==> src/hw/aformPkg.sv <==
package aformPkg;

    // Instruction field widths
    localparam int unsigned OpcodeWidth = 6;
    localparam int unsigned RegWidth    = 5;
    localparam int unsigned XoWidth     = 5;
    localparam int unsigned InstWidth   = 32;

    // Primary opcodes that carry A-form instructions
    typedef enum logic [OpcodeWidth-1:0] {
        PrimInt      = 6'd31, // Integer select lives here
        PrimFpSingle = 6'd59,
        PrimFpDouble = 6'd63
    } primaryOpE;

    // Instruction classes that share one operand pattern
    typedef enum logic [2:0] {
        ClsIllegal,   // Not an A-form word
        ClsIntSelect, // isel
        ClsFpTwoOp,   // Add, subtract, divide
        ClsFpMul,     // Multiply, A times C
        ClsFpOneOp,   // Square root and estimates
        ClsFpThreeOp  // Multiply-add forms and select
    } instClassE;

    // Execution unit codes, shared with the rest of the back end
    typedef enum logic [2:0] {
        UnitFx = 3'd0,
        UnitFp = 3'd1,
        UnitVx = 3'd2,
        UnitCr = 3'd3,
        UnitLs = 3'd4
    } funcUnitE;

    // What an operand slot holds
    typedef enum logic [1:0] {
        KindUnused,
        KindReg,
        KindZero // Literal zero in place of a register
    } operandKindE;

    // How the back end touches the operand
    typedef enum logic [1:0] {
        AccNone,
        AccRead,
        AccWrite
    } accessE;

    // One operand descriptor
    typedef struct packed {
        logic [RegWidth-1:0] regNum;
        operandKindE         kind;
        accessE              access;
    } operandS;

    // Decoded micro-op as handed to the back end
    typedef struct packed {
        primaryOpE          primOp;
        logic [XoWidth-1:0] xo;
        funcUnitE           unit;
        logic               single; // Single precision result
        logic               rc;     // Record bit, updates CR
        operandS            opT;
        operandS            opA;
        operandS            opB;
        operandS            opC;
    } microOpS;

endpackage

==> src/hw/aformDecodeStage.sv <==
`timescale 1ns/1ns

module aformDecodeStage #(
    parameter int unsigned AddrWidth  = 64,
    parameter int unsigned PidWidth   = 20,
    parameter int unsigned TidWidth   = 16,
    parameter int unsigned MajIdWidth = 64
) (
    input  logic                  clock_i,
    input  logic                  arstN_i,

    input  logic                  instValid_i,
    input  aformPkg::instClassE   class_i,
    input  aformPkg::microOpS     microOp_i,
    input  logic [AddrWidth-1:0]  instAddr_i,
    input  logic [PidWidth-1:0]   instPid_i,
    input  logic [TidWidth-1:0]   instTid_i,
    input  logic [MajIdWidth-1:0] instMajId_i,

    output logic                  decodeValid_o,
    output aformPkg::microOpS     microOp_o,
    output logic [AddrWidth-1:0]  outAddr_o,
    output logic [PidWidth-1:0]   outPid_o,
    output logic [TidWidth-1:0]   outTid_o,
    output logic [MajIdWidth-1:0] outMajId_o
);

    import aformPkg::*;

    logic accept; // Strobe carrying a legal A-form word

    assign accept = instValid_i && (class_i != ClsIllegal);

    always_ff @(posedge clock_i or negedge arstN_i) begin
        if (!arstN_i) begin
            decodeValid_o <= 1'b0;
        end else begin
            decodeValid_o <= accept; // One cycle pulse per legal word
        end
    end

    // Payload only moves on a legal strobe, otherwise holds
    always_ff @(posedge clock_i) begin
        if (accept) begin
            microOp_o  <= microOp_i;
            outAddr_o  <= instAddr_i;
            outPid_o   <= instPid_i;
            outTid_o   <= instTid_i;
            outMajId_o <= instMajId_i;
        end
    end

    // Only the FP and CR units have A-form users
    validUnitA: assert property (
        @(posedge clock_i) disable iff (!arstN_i)
        decodeValid_o |-> (microOp_o.unit inside {UnitFp, UnitCr})
    ) else $error("Decoded micro-op targets unit %0d", microOp_o.unit);

    // The emitted operand T is always a written register
    destWriteA: assert property (
        @(posedge clock_i) disable iff (!arstN_i)
        decodeValid_o |-> (microOp_o.opT.kind == KindReg && microOp_o.opT.access == AccWrite)
    ) else $error("Decoded micro-op has no written target");

endmodule

==> src/hw/aformDecoder.sv <==
`timescale 1ns/1ns

module aformDecoder #(
    parameter int unsigned AddrWidth  = 64,
    parameter int unsigned PidWidth   = 20,
    parameter int unsigned TidWidth   = 16,
    parameter int unsigned MajIdWidth = 64
) (
    input  logic                              clock_i,
    input  logic                              arstN_i,

    input  logic                              instValid_i,
    input  logic [0:aformPkg::InstWidth-1]    instruction_i, // POWER bit order, bit 0 is MSB
    input  logic [AddrWidth-1:0]              instAddr_i,
    input  logic [PidWidth-1:0]               instPid_i,
    input  logic [TidWidth-1:0]               instTid_i,
    input  logic [MajIdWidth-1:0]             instMajId_i,

    output logic                              decodeValid_o,
    output aformPkg::microOpS                 microOp_o,
    output logic [AddrWidth-1:0]              outAddr_o,
    output logic [PidWidth-1:0]               outPid_o,
    output logic [TidWidth-1:0]               outTid_o,
    output logic [MajIdWidth-1:0]             outMajId_o
);

    import aformPkg::*;

    primaryOpE          primOp;
    logic [XoWidth-1:0] xo;
    logic [RegWidth-1:0] rt, ra, rb, rc;
    instClassE          instClass;
    funcUnitE           unit;
    logic               single;
    operandS            opT, opA, opB, opC;
    microOpS            microOp;

    // A-form field slicing
    assign primOp = primaryOpE'(instruction_i[0:5]);
    assign rt     = instruction_i[6:10];
    assign ra     = instruction_i[11:15];
    assign rb     = instruction_i[16:20];
    assign rc     = instruction_i[21:25];
    assign xo     = instruction_i[26:30];

    aformOpcodeTable i_opcodeTable (
        .primOp_i (primOp),
        .xo_i     (xo),
        .class_o  (instClass),
        .unit_o   (unit),
        .single_o (single)
    );

    aformOperandMap i_operandMap (
        .class_i (instClass),
        .rt_i    (rt),
        .ra_i    (ra),
        .rb_i    (rb),
        .rc_i    (rc),
        .opT_o   (opT),
        .opA_o   (opA),
        .opB_o   (opB),
        .opC_o   (opC)
    );

    always_comb begin
        microOp.primOp = primOp;
        microOp.xo     = xo;
        microOp.unit   = unit;
        microOp.single = single;
        microOp.rc     = instruction_i[31]; // Rc bit
        microOp.opT    = opT;
        microOp.opA    = opA;
        microOp.opB    = opB;
        microOp.opC    = opC;
    end

    aformDecodeStage #(
        .AddrWidth  (AddrWidth),
        .PidWidth   (PidWidth),
        .TidWidth   (TidWidth),
        .MajIdWidth (MajIdWidth)
    ) i_decodeStage (
        .clock_i       (clock_i),
        .arstN_i       (arstN_i),
        .instValid_i   (instValid_i),
        .class_i       (instClass),
        .microOp_i     (microOp),
        .instAddr_i    (instAddr_i),
        .instPid_i     (instPid_i),
        .instTid_i     (instTid_i),
        .instMajId_i   (instMajId_i),
        .decodeValid_o (decodeValid_o),
        .microOp_o     (microOp_o),
        .outAddr_o     (outAddr_o),
        .outPid_o      (outPid_o),
        .outTid_o      (outTid_o),
        .outMajId_o    (outMajId_o)
    );

endmodule

==> src/hw/aformOpcodeTable.sv <==
`timescale 1ns/1ns

module aformOpcodeTable (
    input  aformPkg::primaryOpE            primOp_i,
    input  logic [aformPkg::XoWidth-1:0]   xo_i,
    output aformPkg::instClassE            class_o,
    output aformPkg::funcUnitE             unit_o,
    output logic                           single_o
);

    import aformPkg::*;

    // The single and double FP rows share one XO table.
    // Select (XO 23) only exists in double precision.
    function automatic instClassE fpClass(
        input logic [XoWidth-1:0] xo,
        input logic               allowSelect
    );
        instClassE cls;
        cls = ClsIllegal;
        case (xo)
            5'd18,                                  // fdiv
            5'd20,                                  // fsub
            5'd21: cls = ClsFpTwoOp;                // fadd
            5'd25: cls = ClsFpMul;                  // fmul
            5'd22,                                  // fsqrt
            5'd24,                                  // fre
            5'd26: cls = ClsFpOneOp;                // frsqrte
            5'd28,                                  // fmsub
            5'd29,                                  // fmadd
            5'd30,                                  // fnmsub
            5'd31: cls = ClsFpThreeOp;              // fnmadd
            5'd23: begin                            // fsel
                if (allowSelect) begin
                    cls = ClsFpThreeOp;
                end
            end
            default: cls = ClsIllegal;
        endcase
        return cls;
    endfunction

    always_comb begin
        class_o  = ClsIllegal;
        unit_o   = UnitFp;
        single_o = 1'b0;
        case (primOp_i)
            PrimInt: begin
                case (xo_i)
                    5'd15: begin // isel
                        class_o = ClsIntSelect;
                        unit_o  = UnitCr;
                    end
                    default: class_o = ClsIllegal;
                endcase
            end
            PrimFpDouble: begin
                class_o = fpClass(xo_i, 1'b1);
            end
            PrimFpSingle: begin
                class_o  = fpClass(xo_i, 1'b0);
                single_o = 1'b1;
            end
            default: class_o = ClsIllegal;
        endcase
    end

    // A single-precision word must always go to the FP unit
    always_comb begin
        assert (!single_o || unit_o == UnitFp)
            else $error("Single flag set for a non-FP unit");
    end

endmodule

==> src/hw/aformOperandMap.sv <==
`timescale 1ns/1ns

module aformOperandMap (
    input  aformPkg::instClassE           class_i,
    input  logic [aformPkg::RegWidth-1:0] rt_i,
    input  logic [aformPkg::RegWidth-1:0] ra_i,
    input  logic [aformPkg::RegWidth-1:0] rb_i,
    input  logic [aformPkg::RegWidth-1:0] rc_i,
    output aformPkg::operandS             opT_o,
    output aformPkg::operandS             opA_o,
    output aformPkg::operandS             opB_o,
    output aformPkg::operandS             opC_o
);

    import aformPkg::*;

    localparam operandS UnusedOp = '{regNum: '0, kind: KindUnused, access: AccNone};

    function automatic operandS makeOp(
        input logic [RegWidth-1:0] regNum,
        input operandKindE         kind,
        input accessE              access
    );
        operandS op;
        op.regNum = regNum;
        op.kind   = kind;
        op.access = access;
        return op;
    endfunction

    always_comb begin
        opT_o = UnusedOp;
        opA_o = UnusedOp;
        opB_o = UnusedOp;
        opC_o = UnusedOp;

        if (class_i != ClsIllegal) begin
            opT_o = makeOp(rt_i, KindReg, AccWrite); // Every A-form writes RT
        end

        case (class_i)
            ClsIntSelect: begin
                // RA of 0 means the constant zero, not GPR0
                if (ra_i == '0) begin
                    opA_o = makeOp('0, KindZero, AccRead);
                end else begin
                    opA_o = makeOp(ra_i, KindReg, AccRead);
                end
                opB_o = makeOp(rb_i, KindReg, AccRead);
                opC_o = makeOp(rc_i, KindReg, AccRead); // CR bit selector
            end
            ClsFpTwoOp: begin
                opA_o = makeOp(ra_i, KindReg, AccRead);
                opB_o = makeOp(rb_i, KindReg, AccRead);
            end
            ClsFpMul: begin
                opA_o = makeOp(ra_i, KindReg, AccRead);
                opC_o = makeOp(rc_i, KindReg, AccRead); // Multiplier comes from FRC
            end
            ClsFpOneOp: begin
                opB_o = makeOp(rb_i, KindReg, AccRead);
            end
            ClsFpThreeOp: begin
                opA_o = makeOp(ra_i, KindReg, AccRead);
                opB_o = makeOp(rb_i, KindReg, AccRead);
                opC_o = makeOp(rc_i, KindReg, AccRead);
            end
            default: begin
                // Illegal class leaves every slot unused
            end
        endcase
    end

endmodule

==> config.mk <==
export PLATFORM = sky130hd
export DESIGN_NAME = aformDecoder
export DESIGN_NICKNAME = d
export VERILOG_FILES = /design/src/hw/aformPkg.sv /design/src/hw/aformDecodeStage.sv /design/src/hw/aformDecoder.sv /design/src/hw/aformOpcodeTable.sv /design/src/hw/aformOperandMap.sv
export SDC_FILE = /design/constraint.sdc
export NUM_CORES = 1
export LEC_CHECK = 0
export BUFFER_PORTS_ARGS = -buffer_cell sky130_fd_sc_hd__buf_2
export CAP_MARGIN = 10
export CORE_AREA = 2 2 164 166
export CTS_BUF_LIST = sky130_fd_sc_hd__clkbuf_8
export CTS_CLUSTER_DIAMETER = 120
export DETAILED_ROUTE_END_ITERATION = 10
export DIE_AREA = 0 0 166 168
export REMOVE_ABC_BUFFERS = 1
export SLEW_MARGIN = 20
export SYNTH_ARGS = -nofsm -noshare
export SYNTH_HDL_FRONTEND = slang
export SYNTH_SLANG_ARGS = --single-unit
==> constraint.sdc <==
create_clock -name clock_i -period 1.4 [get_ports clock_i]
set_clock_uncertainty 0.1 [all_clocks]
set_input_delay 0.28 -clock clock_i [delete_from_list [all_inputs] [get_ports clock_i]]
set_output_delay 0.28 -clock clock_i [all_outputs]
set_load 0.01 [all_outputs]
Yosys cells after proc, flatten, opt, wreduce, memory -nomap -nowiden

Index checks and enable logic that the tools add are counted.

Mux-type cells: 11
Reduce and logical (&&, ||, !) cells: 10
Equality and inequality tests: 21

Operators by type and width:

| kind               | number |
|---|---|
| $eq 5x5->1 const B | 12 |
| $pmux 3 s4         | 2 |
| $pmux 9 s2         | 1 |
| $eq 6x6->1 const B | 2 |
| $reduce_or 3->1    | 4 |
| $mux 3             | 3 |
| $mux 9             | 1 |
| $pmux 3 s3         | 1 |
| $reduce_or 4->1    | 2 |
| $eq 3x2->1 const B | 2 |
| $eq 3x3->1 const B | 2 |
| $eq 6x5->1 const B | 1 |
| $eq 5x4->1 const B | 1 |
| $logic_not 5->1    | 1 |
| $reduce_or 5->1    | 1 |
| $eq 3x1->1 const B | 1 |
| $reduce_bool 3->1  | 1 |
| $mux 1             | 2 |
| $mux 2             | 1 |
| $logic_and 1x1->1  | 1 |

Bits in registers: 217
Logic and storage cells: 64
Output and inout bits: 217

Logic depth before layout (Yosys ltp)

Depth after elaboration: 7
Mapped depth: 7

Hierarchy

A second synthesis with hierarchy kept.

Cell total of the unflattened synthesis: 284
Area, all modules: 6976.7 µm²

Modules (own cells, without submodules):

| module           | area an instance (µm²) | cells each | times used |
|---|---|---|---|
| aformDecodeStage | 6520.0                 | 218        | 1 |
| aformOperandMap  | 282.8                  | 42         | 1 |
| aformOpcodeTable | 173.9                  | 24         | 1 |

Worst setup path before layout

No wires, ideal clock.

Path kind: in2reg
Start point: in instruction_i[27] (netlist bit)
End point: reg i_decodeStage.decodeValid_o
Cell stages on the path: 7
Slack: -10572 ps
Path buffers: 2
Arrival time: 10750 ps
Setup time: 1122 ps
Cell sequence: buf_2 nand4_1 or4b_4 a21oi_2 nor2_1 buf_6 a21boi_1

Cells in the longest elaborated chain, start to end: 6
Elaborated cells between the ends (all ways): 23
Classes of those cells: 13 x eq/ne; 4 x mux; 6 x reduce/logical

RTL lines:

| item                                                     | RTL line               | source |
|---|---|---|
| start: declaration                                       | aformDecoder.sv:13     | `input logic [0:aformPkg::InstWidth-1] instruction_i,` |
| $eq 5x5->1                                               | aformOpcodeTable.sv:21 | `case (xo)` |
| $reduce_or 5->1 (no source line) (tied with other cells) | --                     |  |
| $pmux 3 s4                                               | aformOpcodeTable.sv:21 |  |
| $pmux 3 s3 *                                             | aformOpcodeTable.sv:47 | `case (primOp_i)` |
| $reduce_bool 3->1 *                                      | aformDecodeStage.sv:32 | `assign accept = instValid_i && (class_i != ClsIllegal);` |
| $logic_and 1x1->1 *                                      | aformDecodeStage.sv:32 |  |
| net i_decodeStage.accept                                 | aformDecodeStage.sv:30 | `logic accept;` |
| end signal: assignment                                   | aformDecodeStage.sv:38 | `decodeValid_o <= accept;` |
| end: declaration                                         | aformDecodeStage.sv:20 | `output logic decodeValid_o,` |

Mark *: on every way through the listed nets, which the timed path passes. The rest lies on a longest branch.
A chain may end at the register's enable or synchronous reset.

Final worst setup path

Start point: in instruction_i[28] (netlist bit)
End point: reg i_decodeStage.outMajId_o[50], enable pin

Cells in the longest elaborated chain, start to end: 6
Elaborated cells between the ends (all ways): 23
Classes of those cells: 13 x eq/ne; 4 x mux; 6 x reduce/logical

RTL lines:

| item                                                     | RTL line               | source |
|---|---|---|
| $eq 5x5->1                                               | aformOpcodeTable.sv:21 |  |
| $reduce_or 5->1 (no source line) (tied with other cells) | --                     |  |
| $pmux 3 s4                                               | aformOpcodeTable.sv:21 |  |
| $pmux 3 s3 *                                             | aformOpcodeTable.sv:47 |  |
| $reduce_bool 3->1 *                                      | aformDecodeStage.sv:32 |  |
| $logic_and 1x1->1 *                                      | aformDecodeStage.sv:32 |  |
| net i_decodeStage.accept                                 | aformDecodeStage.sv:30 |  |
| end signal: assignment                                   | aformDecodeStage.sv:49 | `outMajId_o <= instMajId_i;` |
| end: declaration                                         | aformDecodeStage.sv:25 | `output logic [MajIdWidth-1:0] outMajId_o` |

Marks and branches as above.

==> results.tsv <==
metric	value	unit
status	finished with violations	
failing checks	setup timing	
ANT cells	0	
first-pass GRT wire length	31030	um
Starting DRT DRC Count	239	
Gate Count Post-Synth	280	
Switching Power	2.631	mW
CTS max path bufs	3	
post-route worst setup slack	-0.3469	ns
period utilisation layout	1.248	
Area Growth Syn to Fin	85.43	%
core footprint	26350	um2
Max Cap Viol	0	
Residual DRC	0	
Setup Crit Path Kind	in2reg	
Max H-tree Level	2	
Ports	416	
max frequency	572.4	MHz
die width	166	um
initial antenna violation count	0	
CTS tree	done	
top-area cell type share of the netlist area	0.9194	
RSZ-0062 raised after global routing	true	
register area	6151	um2
vias in the first global route	5692	
clock root cell	clkbuf_8	
CP max FO	15	
dpl ws	-0.9099	ns
worst min-delay path category	in2reg	
post-synth cell types	30	
DR vias	5220	
pwr/cell area	1041	nW/um2
Mean Syn Cell Area	23.80	um2
PortBufs	406	
Leak	5.063	nW
ys flop type	edfxtp_1	
post-route ant nets	0	
ys async rst share	0.004878	
share of cells above drive strength 1	0.5290	
Final Hold Vio Count	0	
crit path DAT	1.86	ns
global route overflow	0	
GRT Total Usage	0.1433	
Warnings, synthesis	0	
final slew viol count	0	
total iterations of the first detailed-routing run	6	
Rows	60	
Clk pwr share	0.395	
top cells by area, synth	edfxtp_1 92%, a21boi_1 1.8%, buf_4 1.4%	
Via density	3.943	
Post-DP HPWL	14600	um
Final Critical Period	1.747	ns
critical path capture point type	register	
Routed WL	21170	um
area leader, netlist	edfxtp_1	
Final #Nets	1159	
synthesized area	6663	um2
register bit total from synthesis	205	
sequential area share after synthesis	0.9232	
Commonest cells post-synth	204 x edfxtp_1, 16 x a21boi_1, 12 x buf_4	
combinational power share	0.075	
wire per inst	15.99	um
CP startpoint kind	input port	
final core occ	0.4689	
most frequent cell after synthesis	edfxtp_1	
Final Setup Violations	294	
Die Y	168	um
die area	27890	um2
largest net degree at the start of global routing	29	
Starting Density	0.2528	
Net Sw Frac	0.2046	
TritonCTS buffer count	36	
VDD IR-drop max	0.0008788	V
gpl congestion	0.8163	
Multi-input gate area	473.0	um2
sequential fraction of design power	0.530	
clk sinks	205	
Overall Power	12.86	mW
Fill cells	2265	
clock slew seen by the registers of the worst setup and hold paths	0.06	ns
Internal	10.23	mW
CP Data Required Time	1.52	ns
TNS Setup	-66.49	ns
Hold Slack	0.06178	ns
EDFF count, synth	204	
[state kept, by name, indices dropped and copies added, names as in the netlist]
register	count
i_decodeStage.outMajId_o	64
i_decodeStage.outAddr_o	64
i_decodeStage.microOp_o	40
i_decodeStage.decodeValid_o	1
i_decodeStage.outTid_o	16
i_decodeStage.outPid_o	20
[layer usage]
layer  vias to the layer above  wire, um  share of wire  track usage
met3                        45      1875          0.089      0.05571
met5                         -         0              0            0
met1                      2427      8259           0.39       0.1605
li1                       2463         -              -            -
met2                       285     10490           0.50       0.2490
met4                         0       546          0.026      0.05142
[power groups by stage]
stage | registers, mW | clock network, mW | logic (mW)
2_1_floorplan | 6.99 | 0 | 0.0551
3_3_place_gp | 6.94 | 0 | 0.494
3_5_place_dp | 6.94 | 0 | 0.504
4_1_cts | 6.81 | 5.30 | 0.949
5_1_grt | 6.81 | 5.57 | 1.04
6_report | 6.81 | 5.08 | 0.964
[worst paths after layout]
| path | from | slack (ns) | endpoint | depth (start not counted) |
|---|---|---|---|---|
| max | instruction_i[28] | -0.35 | i_decodeStage.outMajId_o[50]$_DFFE_PP_ | 9 |
| max in group asynchronous | arstN_i | 0.54 | i_decodeStage.decodeValid_o$_DFF_PN0_ | 3 |
| min in group asynchronous | arstN_i | 0.55 | i_decodeStage.decodeValid_o$_DFF_PN0_ | 3 |
| min | instruction_i[27] | 0.06 | i_decodeStage.microOp_o[44]$_DFFE_PP_ | 3 |
[cells by family after synthesis]
group                  share of synthesized area
DFF                                       0.9232
other                                   0.001127
buffers and inverters                    0.01953
AOI/OAI and AO/OA                        0.02911
muxes                                   0.001690
and+or+nand+nor                          0.02535
[what timing repair did]
item	CTS	global route
endpoints found under the hold margin	190	0
pin swaps	9	5
resized for setup	20	20
hold buffers	191	0
endpoints found under the setup margin	439	439
cloned	0	4
setup buffers	5	3
[stage by stage]
step	cells	instance area (um2)
after floorplan	271	6566
after global placement	1062	9454
after detailed placement	1062	9454
after CTS	1318	12150
after global routing	1324	12350
final	1324	12350
[cell type report]
type / count / share of cell area
clock buffers: 36 / 0.04011
clock inverters: 25 / 0.01327
inverters: 2 / 0.0006077
multi-input cells: 64 / 0.03828
flip-flops and latches: 205 / 0.4979
well taps: 341 / 0.03454
repair buffers: 651 / 0.3753
[layout by cell type (no fill, tap or decap), drive strengths merged, types with 2 or more instances in the layout]
cell | Yosys | layout
a21boi | 16 | 16
buf | 16 | 456
edfxtp | 204 | 204
nor2 | 4 | 4
o21ai | 5 | 5
nand2 | 4 | 4
dlygate4sd3 | 0 | 191
nand4 | 2 | 2
nor2b | 6 | 6
clkinv | 0 | 7
bufinv | 0 | 2
a21oi | 4 | 4
inv | 2 | 17
conb | 2 | 9
clkbuf | 0 | 40
[worst max-delay path, cell delays in order]
cell       delay (ns)
buf_6            0.07
nand4_1          0.08
or4b_4           0.51
a21oi_4          0.19
nor2_4           0.07
a21boi_4         0.17
buf_12           0.13
buf_12           0.16
clkbuf_16        0.18
(Power assumes the default switching activity.)
